--- src/source/cpu_config_pkg.sv ---
package cpu_config_pkg;

    // 128 KB byte-addressed memory
    localparam int addr_width = 17;

    // instruction and pc width
    localparam int xlen = 32;

    // instruction queue
    localparam int queue_depth       = 8;
    localparam int queue_ptr_width   = 3;
    localparam int queue_count_width = queue_ptr_width + 1;

    // branch history table, indexed by pc[7:2]
    localparam int bht_entries     = 64;
    localparam int bht_index_width = 6;

    localparam logic [xlen-1:0] reset_pc = '0;

    // weakly not taken
    localparam logic [1:0] bht_reset_state = 2'b01;

endpackage

--- src/source/rv_inst_pkg.sv ---
package rv_inst_pkg;

    localparam logic [6:0] op_jal    = 7'b1101111;
    localparam logic [6:0] op_branch = 7'b1100011;

    // B-type layout
    typedef struct packed {
        logic       imm12;
        logic [5:0] imm10_5;
        logic [4:0] rs2;
        logic [4:0] rs1;
        logic [2:0] funct3;
        logic [3:0] imm4_1;
        logic       imm11;
        logic [6:0] opcode;
    } b_fields_t;

    // J-type layout, immediate bits are scattered
    typedef struct packed {
        logic       imm20;
        logic [9:0] imm10_1;
        logic       imm11;
        logic [7:0] imm19_12;
        logic [4:0] rd;
        logic [6:0] opcode;
    } j_fields_t;

    // one fetched word, seen raw or through either immediate layout
    typedef union packed {
        logic [31:0] raw;
        b_fields_t   b;
        j_fields_t   j;
    } inst_word_u;

endpackage

--- src/source/frontend_ifs.sv ---
`timescale 1ns/1ns

// fetch unit to instruction queue
interface fetch_if
    import cpu_config_pkg::*;
();

    logic            push;
    logic [xlen-1:0] push_pc;
    logic [xlen-1:0] push_inst;
    logic            full;

    modport producer (output push, output push_pc, output push_inst, input full);
    modport queue    (input push, input push_pc, input push_inst, output full);

endinterface

// instruction queue head to predictor
interface queue_if
    import cpu_config_pkg::*;
();

    logic            empty;
    logic [xlen-1:0] head_pc;
    logic [xlen-1:0] head_inst;
    logic            pop;

    modport queue     (output empty, output head_pc, output head_inst, input pop);
    modport predictor (input empty, input head_pc, input head_inst, output pop);

endinterface

--- src/source/branch_predict.sv ---
`timescale 1ns/1ns

module branch_predict
    import cpu_config_pkg::*;
    import rv_inst_pkg::*;
(
    input  logic            clk_in,
    input  logic            reset,
    input  logic            rdy_in,
    queue_if.predictor      pq,
    output logic            redirect,
    output logic [xlen-1:0] redirect_pc,
    input  logic            issue_ready,
    input  logic            bht_update,
    input  logic [xlen-1:0] bht_update_pc,
    input  logic            bht_update_taken,
    output logic            inst_valid,
    output logic [xlen-1:0] inst_out,
    output logic [xlen-1:0] inst_pc,
    output logic [xlen-1:0] inst_next_pc
);

    logic [1:0]                 bht [bht_entries];
    inst_word_u                 head_word;
    logic [xlen-1:0]            j_imm;
    logic [xlen-1:0]            b_imm;
    logic [xlen-1:0]            seq_pc;
    logic [xlen-1:0]            pred_pc;
    logic [bht_index_width-1:0] head_idx;
    logic [bht_index_width-1:0] upd_idx;
    logic [1:0]                 upd_cnt;

    assign head_word.raw = pq.head_inst;

    assign j_imm = {{11{head_word.j.imm20}}, head_word.j.imm20, head_word.j.imm19_12,
                    head_word.j.imm11, head_word.j.imm10_1, 1'b0};
    assign b_imm = {{19{head_word.b.imm12}}, head_word.b.imm12, head_word.b.imm11,
                    head_word.b.imm10_5, head_word.b.imm4_1, 1'b0};

    assign seq_pc   = pq.head_pc + xlen'(4);
    assign head_idx = pq.head_pc[bht_index_width+1:2];

    always_comb begin
        pred_pc = seq_pc;
        if (head_word.j.opcode == op_jal) begin
            pred_pc = pq.head_pc + j_imm;
        end else if (head_word.b.opcode == op_branch && bht[head_idx][1]) begin
            pred_pc = pq.head_pc + b_imm;
        end
    end

    // pop into an empty or draining issue slot
    assign pq.pop      = rdy_in && !pq.empty && (!inst_valid || issue_ready);
    assign redirect    = pq.pop && pred_pc != seq_pc;
    assign redirect_pc = pred_pc;

    always_ff @(posedge clk_in) begin
        if (reset) begin
            inst_valid <= 1'b0;
        end else if (rdy_in) begin
            if (pq.pop) begin
                inst_valid <= 1'b1;
            end else if (issue_ready) begin
                inst_valid <= 1'b0;
            end
        end
    end

    always_ff @(posedge clk_in) begin
        if (rdy_in && pq.pop) begin
            inst_out     <= pq.head_inst;
            inst_pc      <= pq.head_pc;
            inst_next_pc <= pred_pc;
        end
    end

    // two-bit saturating counters
    assign upd_idx = bht_update_pc[bht_index_width+1:2];
    assign upd_cnt = bht[upd_idx];

    always_ff @(posedge clk_in) begin
        if (reset) begin
            for (int i = 0; i < bht_entries; i++) begin
                bht[i] <= bht_reset_state;
            end
        end else if (rdy_in && bht_update) begin
            if (bht_update_taken && upd_cnt != 2'b11) begin
                bht[upd_idx] <= upd_cnt + 2'b01;
            end else if (!bht_update_taken && upd_cnt != 2'b00) begin
                bht[upd_idx] <= upd_cnt - 2'b01;
            end
        end
    end

    // redirect flushes the queue and lasts one cycle
    a_redirect_pulse: assert property (
        @(posedge clk_in) disable iff (reset)
        redirect |=> pq.empty && !redirect
    ) else $error("redirect did not flush the queue for a single cycle");

endmodule

--- src/source/cpu_frontend.sv ---
`timescale 1ns/1ns

module cpu_frontend
    import cpu_config_pkg::*;
(
    input  logic            clk_in,
    input  logic            reset,
    input  logic            rdy_in,
    input  logic [7:0]      mem_din,
    output logic [31:0]     mem_a,
    input  logic            issue_ready,
    input  logic            bht_update,
    input  logic [xlen-1:0] bht_update_pc,
    input  logic            bht_update_taken,
    output logic            inst_valid,
    output logic [xlen-1:0] inst_out,
    output logic [xlen-1:0] inst_pc,
    output logic [xlen-1:0] inst_next_pc
);

    logic            redirect;
    logic [xlen-1:0] redirect_pc;

    fetch_if fq_bus ();
    queue_if pq_bus ();

    mem_fetch u_mem_fetch (
        .clk_in      (clk_in),
        .reset       (reset),
        .rdy_in      (rdy_in),
        .mem_din     (mem_din),
        .mem_a       (mem_a),
        .redirect    (redirect),
        .redirect_pc (redirect_pc),
        .fq          (fq_bus.producer)
    );

    // redirect doubles as the queue flush
    inst_queue u_inst_queue (
        .clk_in (clk_in),
        .reset  (reset),
        .rdy_in (rdy_in),
        .flush  (redirect),
        .fq     (fq_bus.queue),
        .pq     (pq_bus.queue)
    );

    branch_predict u_branch_predict (
        .clk_in           (clk_in),
        .reset            (reset),
        .rdy_in           (rdy_in),
        .pq               (pq_bus.predictor),
        .redirect         (redirect),
        .redirect_pc      (redirect_pc),
        .issue_ready      (issue_ready),
        .bht_update       (bht_update),
        .bht_update_pc    (bht_update_pc),
        .bht_update_taken (bht_update_taken),
        .inst_valid       (inst_valid),
        .inst_out         (inst_out),
        .inst_pc          (inst_pc),
        .inst_next_pc     (inst_next_pc)
    );

endmodule

--- src/source/inst_queue.sv ---
`timescale 1ns/1ns

module inst_queue
    import cpu_config_pkg::*;
(
    input  logic   clk_in,
    input  logic   reset,
    input  logic   rdy_in,
    input  logic   flush,
    fetch_if.queue fq,
    queue_if.queue pq
);

    logic [xlen-1:0]              pc_mem   [queue_depth];
    logic [xlen-1:0]              inst_mem [queue_depth];
    logic [queue_ptr_width-1:0]   rd_ptr;
    logic [queue_ptr_width-1:0]   wr_ptr;
    logic [queue_count_width-1:0] count;

    assign fq.full      = count == queue_count_width'(queue_depth);
    assign pq.empty     = count == '0;
    assign pq.head_pc   = pc_mem[rd_ptr];
    assign pq.head_inst = inst_mem[rd_ptr];

    always_ff @(posedge clk_in) begin
        if (rdy_in && fq.push) begin
            pc_mem[wr_ptr]   <= fq.push_pc;
            inst_mem[wr_ptr] <= fq.push_inst;
        end
    end

    always_ff @(posedge clk_in) begin
        if (reset) begin
            rd_ptr <= '0;
            wr_ptr <= '0;
            count  <= '0;
        end else if (rdy_in) begin
            if (flush) begin
                // wins over a push in the same cycle
                rd_ptr <= '0;
                wr_ptr <= '0;
                count  <= '0;
            end else begin
                if (fq.push) begin
                    wr_ptr <= wr_ptr + 1'b1;
                end
                if (pq.pop) begin
                    rd_ptr <= rd_ptr + 1'b1;
                end
                case ({fq.push, pq.pop})
                    2'b10:   count <= count + 1'b1;
                    2'b01:   count <= count - 1'b1;
                    default: count <= count;
                endcase
            end
        end
    end

    a_no_pop_when_empty: assert property (
        @(posedge clk_in) disable iff (reset)
        pq.pop |-> !pq.empty
    ) else $error("predictor popped an empty queue");

    a_count_in_range: assert property (
        @(posedge clk_in) disable iff (reset)
        count <= queue_count_width'(queue_depth)
    ) else $error("queue count above depth");

endmodule

--- src/source/mem_fetch.sv ---
`timescale 1ns/1ns

module mem_fetch
    import cpu_config_pkg::*;
(
    input  logic            clk_in,
    input  logic            reset,
    input  logic            rdy_in,
    input  logic [7:0]      mem_din,
    output logic [31:0]     mem_a,
    input  logic            redirect,
    input  logic [xlen-1:0] redirect_pc,
    fetch_if.producer       fq
);

    logic [xlen-1:0] fetch_pc;
    logic [2:0]      byte_cnt;
    logic [23:0]     byte_sr;
    logic [2:0]      addr_ofs;
    logic [xlen-1:0] bus_addr;

    // byte_cnt 0..3 drives pc+n, the byte for pc+n-1 comes back meanwhile
    // byte_cnt 4 only receives the last byte

    // while frozen, keep the address whose byte is still awaited
    assign addr_ofs = (!rdy_in && byte_cnt != 3'd0) ? byte_cnt - 3'd1 : byte_cnt;
    assign bus_addr = fetch_pc + xlen'(addr_ofs);
    assign mem_a    = {{(32 - addr_width){1'b0}}, bus_addr[addr_width-1:0]};

    // little endian, last byte straight from the bus
    assign fq.push      = rdy_in && byte_cnt == 3'd4;
    assign fq.push_pc   = fetch_pc;
    assign fq.push_inst = {mem_din, byte_sr};

    always_ff @(posedge clk_in) begin
        if (reset) begin
            fetch_pc <= reset_pc;
            byte_cnt <= 3'd0;
        end else if (rdy_in) begin
            if (redirect) begin
                // partial word is dropped
                fetch_pc <= redirect_pc;
                byte_cnt <= 3'd0;
            end else begin
                case (byte_cnt)
                    3'd0: begin
                        // a word only starts with room in the queue
                        if (!fq.full) begin
                            byte_cnt <= 3'd1;
                        end
                    end
                    3'd1, 3'd2, 3'd3: begin
                        byte_cnt <= byte_cnt + 3'd1;
                    end
                    3'd4: begin
                        fetch_pc <= fetch_pc + xlen'(4);
                        byte_cnt <= 3'd0;
                    end
                    default: begin
                        byte_cnt <= 3'd0;
                    end
                endcase
            end
        end
    end

    // bytes 0..2 gathered low to high
    always_ff @(posedge clk_in) begin
        if (rdy_in && byte_cnt != 3'd0) begin
            byte_sr <= {mem_din, byte_sr[23:8]};
        end
    end

    // one word in flight must always find space
    a_no_push_when_full: assert property (
        @(posedge clk_in) disable iff (reset)
        fq.push |-> !fq.full
    ) else $error("fetch pushed a word into a full queue");

endmodule

--- config.mk ---
export PLATFORM = sky130hd
export DESIGN_NAME = cpu_frontend
export DESIGN_NICKNAME = d
export VERILOG_FILES = /design/src/source/cpu_config_pkg.sv /design/src/source/rv_inst_pkg.sv /design/src/source/frontend_ifs.sv /design/src/source/branch_predict.sv /design/src/source/cpu_frontend.sv /design/src/source/inst_queue.sv /design/src/source/mem_fetch.sv
export SDC_FILE = /design/constraint.sdc
export NUM_CORES = 1
export LEC_CHECK = 0
export BUFFER_PORTS_ARGS = -buffer_cell sky130_fd_sc_hd__buf_2
export CAP_MARGIN = 20
export CORE_UTILIZATION = 56
export DETAILED_ROUTE_END_ITERATION = 6
export MAX_ROUTING_LAYER = met4
export PLACE_DENSITY_LB_ADDON = 0.08
export SLEW_MARGIN = 20
export SYNTH_ARGS = -nofsm -noshare
export SYNTH_HDL_FRONTEND = slang
export SYNTH_SLANG_ARGS = --single-unit
--- constraint.sdc ---
create_clock -name clk_in -period 7.4 [get_ports clk_in]
set_input_delay 1.48 -clock clk_in [delete_from_list [all_inputs] [get_ports clk_in]]
set_output_delay 1.48 -clock clk_in [all_outputs]
set_load 0.1 [all_outputs]
-- Word-level counts from Yosys, hierarchy flattened
Memory sizes are Yosys's and may differ from the RTL's. A register that Yosys moved wholly into a read port is not among the register bits.
Index checks and enable logic that the tools add are counted.
- add/subtract/negate cells: 13
- equal/unequal tests: 12
- muxes and demuxes: 37
- bitwise logic cells: 1
- reduce and logical (&&, ||, !) cells: 34
- operators with widths (cell ; count):
    2-to-1 mux 32 bit ; 4
    adder 32 x 3 -> 32 bit, second input constant ; 2
    adder 32 bit ; 2
    2-to-1 mux 3 bit ; 11
    != test 32 bit ; 1
    adder 17 x 3 -> 17 bit ; 1
    2-to-1 mux 1 bit ; 16
    equality test 7 bit, second input constant ; 2
    logical AND 1 bit ; 12
    AND reduction 2 bit ; 6
    nonzero test 2 bit ; 5
    adder 3 x 1 -> 3 bit, second input constant ; 3
    one-hot mux 4 bit (2 select lines) ; 1
    equality test 3 x 2 -> 1 bit, second input constant ; 2
    2-to-1 mux 6 bit ; 1
    one-hot mux 3 bit (2 select lines) ; 1
    nonzero test 3 bit ; 2
    adder 4 x 1 -> 4 bit, second input constant ; 1
    equality test 4 bit, second input constant ; 1
    zero test 1 bit ; 4
    zero test 4 bit ; 1
    2-to-1 mux 2 bit ; 2
    2-to-1 mux 4 bit ; 1
    subtractor 4 x 1 -> 4 bit, second input constant ; 1
    14 further kinds ; 14
- register bits after elaboration: 166
- memory bits (writable): 640
- input bits: 46
- output and inout bits: 129
- word-level logic and storage cells: 110
- memories: 3
- memories (name ; depth ; bits a word ; read ports ; clocked after memory_dff ; wr ports ; RTL line ; text):
    u_inst_queue.inst_mem ; 8 ; 32 ; 1 ; 1 ; 1 ; inst_queue.sv:15 ; logic [xlen-1:0] inst_mem [queue_depth];
    u_inst_queue.pc_mem ; 8 ; 32 ; 1 ; 1 ; 1 ; inst_queue.sv:14 ; logic [xlen-1:0] pc_mem [queue_depth];
    u_branch_predict.bht ; 64 ; 2 ; 2 ; 0 ; 64 ; branch_predict.sv:23 ; logic [1:0] bht [bht_entries];

-- Depth between registers and ports, before layout
An unclocked memory read counts as a cell.
- word-level depth: 11
- mapped depth: 28
- depth with buffers taken out: 19

-- By module
Synthesis repeated with hierarchy kept, for this count alone.
- cells, all modules: 2755
- area total of the unflattened synthesis: 38836.0 sq um
- by module, submodules not included (module ; instances ; cells an instance ; area each (sq um) ; sequential area each (sq um)):
    inst_queue ; 1 ; 824 ; 19912.8 ; 15635.0
    branch_predict ; 1 ; 1505 ; 15248.4 ; 6716.4
    mem_fetch ; 1 ; 426 ; 3674.8 ; 1421.4

-- Worst setup path after synthesis
No wires, ideal clock.
- path kind: reg2reg
- start point: register with a tool-made name
- end point: register u_mem_fetch.fetch_pc[23] (netlist: u_mem_fetch.fq.push_pc[23])
- setup time: 79 ps
- arrival: 7305 ps
- data required time: 7321 ps
- path slack: 15 ps
- cell stages (with the launch flop): 26
- path buffers: 9
- period minus slack after synthesis: 7385 ps
- cell sequence: dfxtp_1 buf_4 buf_4 clkbuf_1 clkbuf_1 clkbuf_1 buf_1 mux4_2 mux2_2 ha_1 clkbuf_1 and3_1 and3b_1 a211oi_1 a31oi_1 a211o_1 a21o_1 xor3_1 or4_1 nor4_1 a41oi_1 o41ai_4 buf_6 buf_8 nor2_1 a211oi_2
- RTL lines (item ; RTL line ; text):
    end signal, assigned ; mem_fetch.sv:37 ; fetch_pc <= reset_pc;
    end signal, assigned ; mem_fetch.sv:42 ; fetch_pc <= redirect_pc;
    end signal, assigned ; mem_fetch.sv:56 ; fetch_pc <= fetch_pc + xlen'(4);
    end, declared ; mem_fetch.sv:16 ; logic [xlen-1:0] fetch_pc;

==> impl_metrics.py <==
metrics = {
    "sta": {
        "setup_viol": 0,
        "max_freq_mhz": 141.8,
        "final-max-slew-violation-count": 0,
        "tightestPinTransition_ps": 1130,
        "slew_headroom_pct": 24.68,
        "post-route-period-util_pct": 95.33,
        "tns_ps": 0,
        "fin_skew_ps": 35.36,
        "hold_viol": 0,
        "rsz0062_at_grt": "false",
        "fin_crit_ps": 7055,
    },
    "clocking": {
        "cts_tree": "yes",
        "cts_buffer_depth": 3,
        "root_buffer": "clkbuf_16",
        "cts-buffers-inserted": 83,
        "clock_latency_ps": 660,
        "ctsResizeCount": 0,
        "holdBufCountCts": 0,
        "htreeDepth": 3,
        "path_clk_slew_ps": 60,
        "postCtsSetupBuffers": 0,
        "clock-sinks": 808,
    },
    "logic_synthesis": {
        "postSynthCellCount": 2664,
        "synth-seq-cells": 808,
        "synth_edf_count": 759,
        "yosysUniqueCellTypes": 89,
        "synthMostInstantiatedCell": "edfxtp_1",
        "synth_area_leaders": "edfxtp_1, mux4_2, dfxtp_1, nand2_1, xnor2_1",
        "syn_area_per_cell_um2": 14.14,
        "ys_async_sr_fraction_pct": 0,
        "synth_seq_area_share_pct": 63.10,
        "synth_top_area_share_pct": 60.50,
        "synthFlopType": "edfxtp_1",
        "synth_common_cells": "edfxtp_1, nand2_1, nor2_1, mux4_2, xnor2_1",
        "yosys.area.top_type": "edfxtp_1",
        "ys_warn_count": 0,
        "syn_area_um2": 37670,
    },
    "die": {
        "core-area_um2": 66220,
        "start_util_pct": 56.90,
        "die-height_um": 261.4,
        "rows": 94,
        "die_w_um": 261.4,
        "io_pins": 175,
        "dieArea_um2": 68320,
    },
    "route": {
        "post_drt_via_cell_ratio": 6.371,
        "dr_total_vias": 23931,
        "drt_wl_total_mm": 101.2,
        "wl_per_cell_um": 26.93,
        "drt_iter0_drc": 2386,
        "drtAntennaViolNets": 0,
        "dr.pass1.iters": 7,
        "drc": 11,
    },
    "placement": {
        "place.gp.congestion": 0.9886,
        "numPortBuffers": 133,
        "placed_area_um2": 39550,
        "hpwlAfterDp_mm": 66.27,
    },
    "global_routing": {
        "grt_max_degree": 103,
        "antenna_found_initial": 2,
        "grt.overflow.total": 0,
        "grt_pass1_wl_mm": 148.2,
        "grt_use_total_pct": 30.69,
        "grt_pass1_vias": 23399,
    },
    "worst_setup_path": {
        "endpoint": "u_mem_fetch.byte_cnt[0]",
        "cp.required_ps": 7950,
        "worstSetupStartpointType": "register",
        "path_depth": 18,
        "worstReg2RegEnd": "u_mem_fetch.byte_cnt[0]",
        "path_max_fanout": 50,
        "worst_ep_arrival_time_ps": 7600,
        "slowest_stage": "dfxtp_4",
        "cp-end-kind": "register",
        "max_stage_delay_ps": 690,
        "critPathTopFamily": "compound AO/OA/AOI/OAI gates",
        "path_class": "reg -> reg",
        "r2r_setup_slack_ps": 350,
        "crit_buf_inv": 2,
        "r2r_cells": 18,
        "path_cells": "buf_12 > mux4_2 > mux2_2 > ha_1 > and3_1 > and3b_1 > a211oi_1 > a31oi_1 > a211o_1 > a21o_1 > xor3_1 > or4_1 > nor4_1 > a41oi_1 > o41ai_4 > buf_12 > nand2b_1 > a211oi_1",
    },
    "final_layout": {
        "nFillCells": 4904,
        "final_area_um2": 42380,
        "layout-drive-gt1-share_pct": 19.54,
        "layout.nets": 2933,
        "area_growth_syn_to_layout_pct": 12.48,
        "antenna_cells": 0,
    },
    "status": {
        "outcome": "finished with violations",
        "violations": "design-rule violations",
    },
    "power": {
        "p_leak_nw": 13.60,
        "report.power.total_mw": 9.578,
        "power.density_nw_per_um2": 226.0,
        "ir_drop_uv": 236.2,
    },
    "run": {
        "drv_cap": 0,
    },
    "min_path": {
        "min_path_type": "reg -> reg",
    },
}
-- per-layer routing --
metal | vias to the layer above | GRT usage [%] | part of all wire (%)
li1 | 10574 | - | -
met1 | 12221 | 40.61 | 41
met2 | 972 | 49.00 | 49
met3 | 164 | 4.549 | 7.0
met4 | 0 | 10.13 | 2.8
met5 | - | - | 0
-- placed cells by master (no fill, tap or decap), drive strengths merged, types with 12 or more instances in the layout --
cell	Yosys	layout
buf	66	222
nand2b	16	16
a22oi	44	44
ha	59	59
nand4	23	23
nor2b	13	13
and2	15	15
dfxtp	49	49
conb	1	15
a21o	20	20
a21oi	90	90
mux4	126	126
a211oi	45	45
clkbuf	94	102
mux2i	53	53
a31oi	32	32
nor4	12	12
o21a	15	15
edfxtp	759	759
a22o	17	17
or3	14	14
nand2	261	261
o21bai	76	76
clkinv	0	32
and3	13	13
nand3	49	49
mux2	33	33
o21ai	49	49
a221oi	20	20
xnor2	109	109
inv	52	59
xor2	63	63
o22ai	17	17
nor2	202	202
nor3	31	31
-- where the power goes --
part / internal [mW] / switching (mW) / total, mW
combinational: 0.0709 / 0.201 / 0.272
clock: 2.52 / 1.79 / 4.31
sequential: 4.98 / 0.0231 / 5.00
-- sequential cells by signal, indices dropped and copies added, names as in the netlist, named ones only --
| signal | cells |
|---|---|
| u_inst_queue.inst_mem | 256 |
| u_inst_queue.rd_ptr | 3 |
| u_branch_predict.inst_valid | 1 |
| u_branch_predict.bht | 128 |
| u_branch_predict.inst_pc | 31 |
| u_mem_fetch.byte_sr | 24 |
| u_inst_queue.pc_mem | 256 |
| u_branch_predict.inst_next_pc | 32 |
| u_mem_fetch.byte_cnt | 3 |
| u_inst_queue.count | 4 |
| u_branch_predict.inst_out | 32 |
| u_inst_queue.wr_ptr | 3 |
| u_mem_fetch.fq.push_pc | 32 |
-- tightest hold or removal path, cell delays in order, from the launching register on --
cell and delay [ps]:
dfxtp_1 330, nand2_1 60, a21oi_1 50
-- area by class of cell --
| cell class | count | area (µm²) | share of cell area, % |
|---|---|---|---|
| multi-input cells | 1657 | 13080 | 30.86 |
| repair buffers | 222 | 1440 | 3.398 |
| well taps | 864 | 1081 | 2.551 |
| inverters | 52 | 195.2 | 0.4606 |
| clock buffers | 102 | 2200 | 5.190 |
| flip-flops and latches | 808 | 23780 | 56.12 |
| clock inverters | 51 | 600.6 | 1.417 |
-- per-stage QoR --
step                setup slack (ps)  std cells  util [%]  hold slack, ps
floorplan                      15.28       2678         -           452.3
global placement               641.9       3602     59.73           469.0
detailed placement             478.0       3602     59.73           480.3
CTS                            434.3       3755     63.96           490.6
global route                   11.75       3756     64.00           502.7
finish                         345.5       3756     64.00           483.5
-- how the worst min path moves through the flow --
stage,cells past startpoint,to,slack [ps],startpoint
after floorplan,2,u_inst_queue.count[2],450,u_inst_queue.count[2]
after global placement,2,u_inst_queue.count[2],470,u_inst_queue.count[2]
after detailed placement,2,u_inst_queue.wr_ptr[0],480,u_inst_queue.wr_ptr[0]
after CTS,2,u_inst_queue.wr_ptr[0],490,u_inst_queue.wr_ptr[0]
after global routing,2,u_inst_queue.wr_ptr[0],500,u_inst_queue.wr_ptr[0]
final,2,u_inst_queue.count[2],480,u_inst_queue.count[2]
-- kinds of logic (layout without fill, tap and decap cells) --
group | after synthesis | after routing | synth area share, %
xor gates and xnor gates | 178 | 178 | 4.361
and+or+nand+nor | 693 | 693 | 8.429
other | 1 | 15 | 0.009954
DFF | 808 | 808 | 63.10
muxes | 212 | 212 | 9.947
AOI/OAI and AO/OA | 496 | 496 | 9.342
adders and majority gates | 63 | 63 | 2.172
buffers and inverters | 213 | 427 | 2.640
Power figures use the tool's default switching activity.
